File: config.mk
export PLATFORM = sky130hd
export DESIGN_NAME = adder_subsystem_top
export DESIGN_NICKNAME = d
export VERILOG_FILES = /design/src/adder_pkg.sv /design/src/cla_adder_pipe.sv /design/src/result_fifo.sv /design/src/sum_accumulator.sv /design/src/adder_subsystem_top.sv
export SDC_FILE = /design/constraint.sdc
export NUM_CORES = 1
export LEC_CHECK = 0
export BUFFER_PORTS_ARGS = -buffer_cell sky130_fd_sc_hd__buf_2
export CAP_MARGIN = 20
export CORE_MARGIN = 5
export CORE_UTILIZATION = 40
export DETAILED_ROUTE_END_ITERATION = 6
export SETUP_SLACK_MARGIN = 0.3
export SYNTH_ARGS = -nofsm -noshare
export SYNTH_HDL_FRONTEND = slang
export SYNTH_SLANG_ARGS = --single-unit
File: constraint.sdc
create_clock -name clk -period 4.7 [get_ports clk]
set_input_delay 0.47 -clock clk [delete_from_list [all_inputs] [get_ports clk]]
set_output_delay 0.47 -clock clk [all_outputs]
set_load 0.05 [all_outputs]
File: src/adder_pkg.sv
package adder_pkg;

    // Default operand width, the top level passes it down as a parameter
    localparam int DATA_W = 4;

    typedef enum logic {
        OP_ADD = 1'b0,
        OP_SUB = 1'b1
    } add_op_e;

    // One operation entering the adder
    typedef struct packed {
        add_op_e           op;
        logic [DATA_W-1:0] a;
        logic [DATA_W-1:0] b;
    } add_req_t;

    // For OP_SUB, carry set means no borrow (a >= b)
    typedef struct packed {
        logic [DATA_W-1:0] sum;
        logic              carry;
    } add_rsp_t;

endpackage

File: src/cla_adder_pipe.sv
module cla_adder_pipe
    import adder_pkg::*;
#(
    parameter int DATA_W = adder_pkg::DATA_W
) (
    input  logic     clk,
    input  logic     rst_n,
    input  logic     in_valid,
    output logic     in_ready,
    input  add_req_t in_req,
    output logic     res_valid,
    input  logic     res_ready,
    output add_rsp_t res_rsp
);

    logic stall;

    // Input register
    logic              s1_valid;
    add_op_e           s1_op;
    logic [DATA_W-1:0] s1_a;
    logic [DATA_W-1:0] s1_b;

    // Propagate/generate stage
    logic              s2_valid;
    logic [DATA_W-1:0] s2_p;
    logic [DATA_W-1:0] s2_g;
    logic              s2_cin;
    logic [DATA_W-1:0] b_eff;

    // Carry stage
    logic              s3_valid;
    logic [DATA_W-1:0] s3_p;
    logic [DATA_W:0]   s3_c;
    logic [DATA_W:0]   carry_c;

    // Sum stage
    logic              s4_valid;
    add_rsp_t          s4_rsp;

    // Only a full last stage facing a refusing FIFO holds the pipe
    assign stall    = s4_valid && !res_ready;
    assign in_ready = !stall;

    assign res_valid = s4_valid;
    assign res_rsp   = s4_rsp;

    always_ff @(posedge clk or negedge rst_n) begin
        if (!rst_n) begin
            s1_valid <= 1'b0;
            s2_valid <= 1'b0;
            s3_valid <= 1'b0;
            s4_valid <= 1'b0;
        end else if (!stall) begin
            s1_valid <= in_valid;
            s2_valid <= s1_valid;
            s3_valid <= s2_valid;
            s4_valid <= s3_valid;
        end
    end

    always_ff @(posedge clk) begin
        if (!stall && in_valid) begin
            s1_op <= in_req.op;
            s1_a  <= in_req.a;
            s1_b  <= in_req.b;
        end
    end

    // Subtract as a + ~b + 1
    assign b_eff = (s1_op == OP_SUB) ? ~s1_b : s1_b;

    always_ff @(posedge clk) begin
        if (!stall && s1_valid) begin
            s2_p   <= s1_a ^ b_eff;
            s2_g   <= s1_a & b_eff;
            s2_cin <= (s1_op == OP_SUB);
        end
    end

    // Each carry is a flat sum of generate terms, no ripple between bits
    for (genvar i = 0; i <= DATA_W; i++) begin : g_carry
        logic c_i;

        always_comb begin : carry_term
            logic prop;
            c_i  = 1'b0;
            prop = 1'b1;
            for (int j = i - 1; j >= 0; j--) begin
                c_i  = c_i | (prop & s2_g[j]);
                prop = prop & s2_p[j];
            end
            c_i = c_i | (prop & s2_cin);
        end

        assign carry_c[i] = c_i;
    end

    always_ff @(posedge clk) begin
        if (!stall && s2_valid) begin
            s3_p <= s2_p;
            s3_c <= carry_c;
        end
    end

    // Carry-out doubles as the no-borrow flag for subtraction
    always_ff @(posedge clk) begin
        if (!stall && s3_valid) begin
            s4_rsp.sum   <= s3_p ^ s3_c[DATA_W-1:0];
            s4_rsp.carry <= s3_c[DATA_W];
        end
    end

endmodule

File: src/result_fifo.sv
module result_fifo
    import adder_pkg::*;
#(
    parameter int FIFO_DEPTH = 4
) (
    input  logic     clk,
    input  logic     rst_n,
    input  logic     res_valid,
    output logic     res_ready,
    input  add_rsp_t res_rsp,
    output logic     q_valid,
    input  logic     q_ready,
    output add_rsp_t q_rsp
);

    localparam int ADDR_W = $clog2(FIFO_DEPTH);

    add_rsp_t mem [FIFO_DEPTH];

    // Extra top bit tells a full buffer from an empty one
    logic [ADDR_W:0] wr_ptr;
    logic [ADDR_W:0] rd_ptr;

    logic full;
    logic empty;
    logic do_write;
    logic do_read;

    assign empty = (wr_ptr == rd_ptr);
    assign full  = (wr_ptr[ADDR_W] != rd_ptr[ADDR_W]) &&
                   (wr_ptr[ADDR_W-1:0] == rd_ptr[ADDR_W-1:0]);

    // No write when full, even with a read on the same edge
    assign res_ready = !full;
    assign q_valid   = !empty;
    assign q_rsp     = mem[rd_ptr[ADDR_W-1:0]];

    assign do_write = res_valid && res_ready;
    assign do_read  = q_valid && q_ready;

    always_ff @(posedge clk or negedge rst_n) begin
        if (!rst_n) begin
            wr_ptr <= '0;
        end else if (do_write) begin
            wr_ptr <= wr_ptr + 1'b1;
        end
    end

    always_ff @(posedge clk or negedge rst_n) begin
        if (!rst_n) begin
            rd_ptr <= '0;
        end else if (do_read) begin
            rd_ptr <= rd_ptr + 1'b1;
        end
    end

    always_ff @(posedge clk) begin
        if (do_write) begin
            mem[wr_ptr[ADDR_W-1:0]] <= res_rsp;
        end
    end

endmodule

File: src/sum_accumulator.sv
module sum_accumulator
    import adder_pkg::*;
#(
    parameter int DATA_W  = adder_pkg::DATA_W,
    parameter int TOTAL_W = 8
) (
    input  logic               clk,
    input  logic               rst_n,
    input  logic               q_valid,
    output logic               q_ready,
    input  add_rsp_t           q_rsp,
    output logic               out_valid,
    input  logic               out_ready,
    output add_rsp_t           out_rsp,
    output logic [TOTAL_W-1:0] total
);

    logic              pop;
    logic              deliver;
    logic [DATA_W-1:0] delivered_sum;

    assign deliver = out_valid && out_ready;

    // Free when empty or emptying this cycle
    assign q_ready = !out_valid || out_ready;
    assign pop     = q_valid && q_ready;

    assign delivered_sum = out_rsp.sum;

    always_ff @(posedge clk or negedge rst_n) begin
        if (!rst_n) begin
            out_valid <= 1'b0;
        end else if (pop) begin
            out_valid <= 1'b1;
        end else if (deliver) begin
            out_valid <= 1'b0;
        end
    end

    always_ff @(posedge clk) begin
        if (pop) begin
            out_rsp <= q_rsp;
        end
    end

    // Wraps modulo 2^TOTAL_W
    always_ff @(posedge clk or negedge rst_n) begin
        if (!rst_n) begin
            total <= '0;
        end else if (deliver) begin
            total <= total + TOTAL_W'(delivered_sum);
        end
    end

endmodule

File: src/adder_subsystem_top.sv
module adder_subsystem_top
    import adder_pkg::*;
#(
    parameter int DATA_W     = adder_pkg::DATA_W,
    parameter int FIFO_DEPTH = 4,
    parameter int TOTAL_W    = 8
) (
    input  logic               clk,
    input  logic               rst_n,
    input  logic               in_valid,
    output logic               in_ready,
    input  add_req_t           in_req,
    output logic               out_valid,
    input  logic               out_ready,
    output add_rsp_t           out_rsp,
    output logic [TOTAL_W-1:0] total
);

    // Adder to FIFO
    logic     res_valid;
    logic     res_ready;
    add_rsp_t res_rsp;

    // FIFO to accumulator
    logic     q_valid;
    logic     q_ready;
    add_rsp_t q_rsp;

    cla_adder_pipe #(
        .DATA_W (DATA_W)
    ) cla_adder_pipe_inst (
        .clk       (clk),
        .rst_n     (rst_n),
        .in_valid  (in_valid),
        .in_ready  (in_ready),
        .in_req    (in_req),
        .res_valid (res_valid),
        .res_ready (res_ready),
        .res_rsp   (res_rsp)
    );

    result_fifo #(
        .FIFO_DEPTH (FIFO_DEPTH)
    ) result_fifo_inst (
        .clk       (clk),
        .rst_n     (rst_n),
        .res_valid (res_valid),
        .res_ready (res_ready),
        .res_rsp   (res_rsp),
        .q_valid   (q_valid),
        .q_ready   (q_ready),
        .q_rsp     (q_rsp)
    );

    sum_accumulator #(
        .DATA_W  (DATA_W),
        .TOTAL_W (TOTAL_W)
    ) sum_accumulator_inst (
        .clk       (clk),
        .rst_n     (rst_n),
        .q_valid   (q_valid),
        .q_ready   (q_ready),
        .q_rsp     (q_rsp),
        .out_valid (out_valid),
        .out_ready (out_ready),
        .out_rsp   (out_rsp),
        .total     (total)
    );

endmodule

==> flow_metrics.env <==
export IMPL_synthMuxAreaShare=0.0581
export IMPL_clock_latency_ns=0.33
export IMPL_cts_buffer_depth=2
export IMPL_synthFlopType="edfxtp_1"
export IMPL_dieArea_mm2=0.00980
export IMPL_numCtsBuffers=9
export IMPL_antenna_cells=0
export IMPL_die_x_um=99.0
export IMPL_postSynthAreaPerCell_um2=17.2
export IMPL_h_tree_depth=3
export IMPL_seq_area_frac_synth=0.690
export IMPL_post_drt_wl_per_cell_um=13.3
export IMPL_io_pins=28
export IMPL_synth_enable_flop_cells=57
export IMPL_grt_pass1_vias=1612
export IMPL_yosys_cell_types_count=38
export IMPL_area_growth_pct=13.5
export IMPL_synth_area_mm2=0.00317
export IMPL_drc=0
export IMPL_drtIter0Drc=44
export IMPL_synth_async_reset_ratio=0.250
export IMPL_antenna_found_initial=0
export IMPL_grt_max_degree=20
export IMPL_status="finished clean"
export IMPL_fp_dieH_um=99.0
export IMPL_grt_total_usage=0.102
export IMPL_gp_congestion=0.757
export IMPL_synth_commonest_cells="edfxtp_1 (57), dfrtp_1 (19), ha_1 (13), xor2_1 (13), inv_1 (8)"
export IMPL_vias=1566
export IMPL_hold_viol_final=0
export IMPL_synth_top_family_by_area="compound AO/OA/AOI/OAI gates"
export IMPL_synth_adder_area_share=0.0577
export IMPL_initial_core_util=0.410
export IMPL_critical_path_endpoint_type="output port"
export IMPL_num_rows=32
export IMPL_nFillCells=681
export IMPL_rsz0062_at_grt="false"
export IMPL_io_buffers=27
export IMPL_synth_most_common_cell="edfxtp_1"
export IMPL_required_ns=4.23
export IMPL_setup_violations_final=0
export IMPL_routed_via_density=4.79
export IMPL_cts_resized=0
export IMPL_synth_cells=184
export IMPL_synth_area_top_cells="edfxtp_1 (54%), dfrtp_1 (15%), ha_1 (5.1%)"
export IMPL_hpwl_um=3250
export IMPL_yosys_area_share_simple=0.0557
export IMPL_clock_sinks=76
export IMPL_cts_hold_buffers_added=0
export IMPL_synth_seq_cells=76
export IMPL_cts_setup_buffers=0
export IMPL_fmax_mhz=439
export IMPL_root_buffer="clkbuf_8"
export IMPL_yosys_area_top_type="edfxtp_1"
export IMPL_syn_num_nets=211
export IMPL_worstMarginPinSlew_ns=0.509
export IMPL_overflow=0
export IMPL_nets=247
export IMPL_core_mm2=0.00773
export IMPL_drive_gt1_frac=0.276
export IMPL_yosysWarnings=0
export IMPL_period_needed_ns=2.28
export IMPL_synth_xor_area_share=0.0596
export IMPL_cts_tree="built"
export IMPL_crit_fanout=9
export IMPL_yosysTopAreaCellShare=0.540
export IMPL_max_cap_viol_count=0
export IMPL_synth_compound_area_frac=0.0632
export IMPL_clk_pin_slew_ns=0.07
export IMPL_hp_class="in -> async"
export IMPL_finalClockSkew_ns=0.00491
export IMPL_wl_um=4360
export IMPL_period_share=0.484
export IMPL_start_kind="register"
export IMPL_tns_ns=0
export IMPL_grt_first_pass_wirelength_um=7670
export IMPL_relSlewSlack=0.661
export IMPL_ant_nets=0
export IMPL_worstPathArrival_ns=1.81
export IMPL_path_class="reg -> out"
export IMPL_first_pass_iters=4
export IMPL_maxSlewViolCount=0
[cells in the final DEF (no fill, tap or decap), types with 3 or more instances in the layout]
cell type	count
buf_2	27
inv_1	8
xor2_1	13
xnor2_2	3
a21o_1	5
and3_1	3
nand2_1	5
nand2b_1	4
dfrtp_1	19
edfxtp_1	57
nor2_1	3
ha_1	13
mux2_2	5
mux4_2	5
and2_1	5
a211oi_1	4
clkbuf_8	9
o21ai_0	5
xnor2_1	3
[per-layer routing]
metal	vias up	part of all wire	wire, um	global-route usage
met4	0	0.016	69	0.0441
met1	753	0.40	1730	0.109
met5	-	0	0	0
met2	40	0.51	2240	0.173
li1	765	-	-	-
met3	8	0.074	321	0.0460
[through the flow]
step           hold slack (ns)   util  worst slack, ns  instances  area, um2
2_1_floorplan            0.174      -             2.75        184       3170
3_3_place_gp             0.407  0.442             2.79        311       3410
3_5_place_dp             0.405  0.442             2.77        311       3410
4_1_cts                 0.0665  0.465             2.38        327       3600
5_1_grt                 0.0881  0.465             2.26        327       3600
6_report                0.0693  0.465             2.42        327       3600
[worst max-delay path, cell delays in order, from the launching register on]
cell and delay [ns]:
dfrtp_1 0.56, xnor2_2 0.41, nand4b_4 0.23, buf_2 0.27
[final timing paths]
check	to	slack, ns	depth (start not counted)	from
max reg2reg	result_fifo_inst.rd_ptr[1]	2.85	3	result_fifo_inst.rd_ptr[0]
min reg2reg	cla_adder_pipe_inst.res_rsp[0]	0.42	0	cla_adder_pipe_inst.s3_c[4]
max in group asynchronous	cla_adder_pipe_inst.res_valid	4.32	1	rst_n
min	sum_accumulator_inst.total[3]	0.07	1	rst_n
min in group clk	cla_adder_pipe_inst.s1_a[1]	0.30	1	in_req[5]
max	in_ready	2.42	3	result_fifo_inst.rd_ptr[0]
[sequential cells by signal (all words and copies together) (netlist names)]
signal and flops:
result_fifo_inst.mem 20, sum_accumulator_inst.out_valid 1, cla_adder_pipe_inst.s1_valid 1, cla_adder_pipe_inst.s3_valid 1, cla_adder_pipe_inst.s3_p 4, result_fifo_inst.wr_ptr 3, cla_adder_pipe_inst.s1_a 4, sum_accumulator_inst.delivered_sum 4
result_fifo_inst.rd_ptr 3, cla_adder_pipe_inst.res_rsp 5, cla_adder_pipe_inst.s1_b 4, cla_adder_pipe_inst.res_valid 1, cla_adder_pipe_inst.s3_c 5, cla_adder_pipe_inst.s1_op 1, cla_adder_pipe_inst.s2_p 4, cla_adder_pipe_inst.s2_g 4
cla_adder_pipe_inst.s2_valid 1, sum_accumulator_inst.total 8, sum_accumulator_inst.out_rsp 1, cla_adder_pipe_inst.g_carry.c_i 1
[cells by family (layout without fill, tap and decap cells)]
group	after synthesis	in the layout
compound gates	25	25
xor+xnor	19	19
fa+ha+maj	14	14
buf+inv	10	51
flops	76	76
mux	11	11
simple gates	29	29
[layout make-up]
class / count / area (um2) / share of cell area
Clock inverter: 5 / 52.6 / 0.0146
Sequential cell: 76 / 2190 / 0.608
Multi-Input combinational cell: 98 / 932 / 0.259
Timing Repair Buffer: 27 / 135 / 0.0376
Tap cell: 102 / 128 / 0.0355
Inverter: 8 / 30.0 / 0.00835
Clock buffer: 11 / 131 / 0.0365
Power is left out: the tool's default activity adds up to more than one toggle a clock period on the data nets, which glitch-free logic cannot reach.
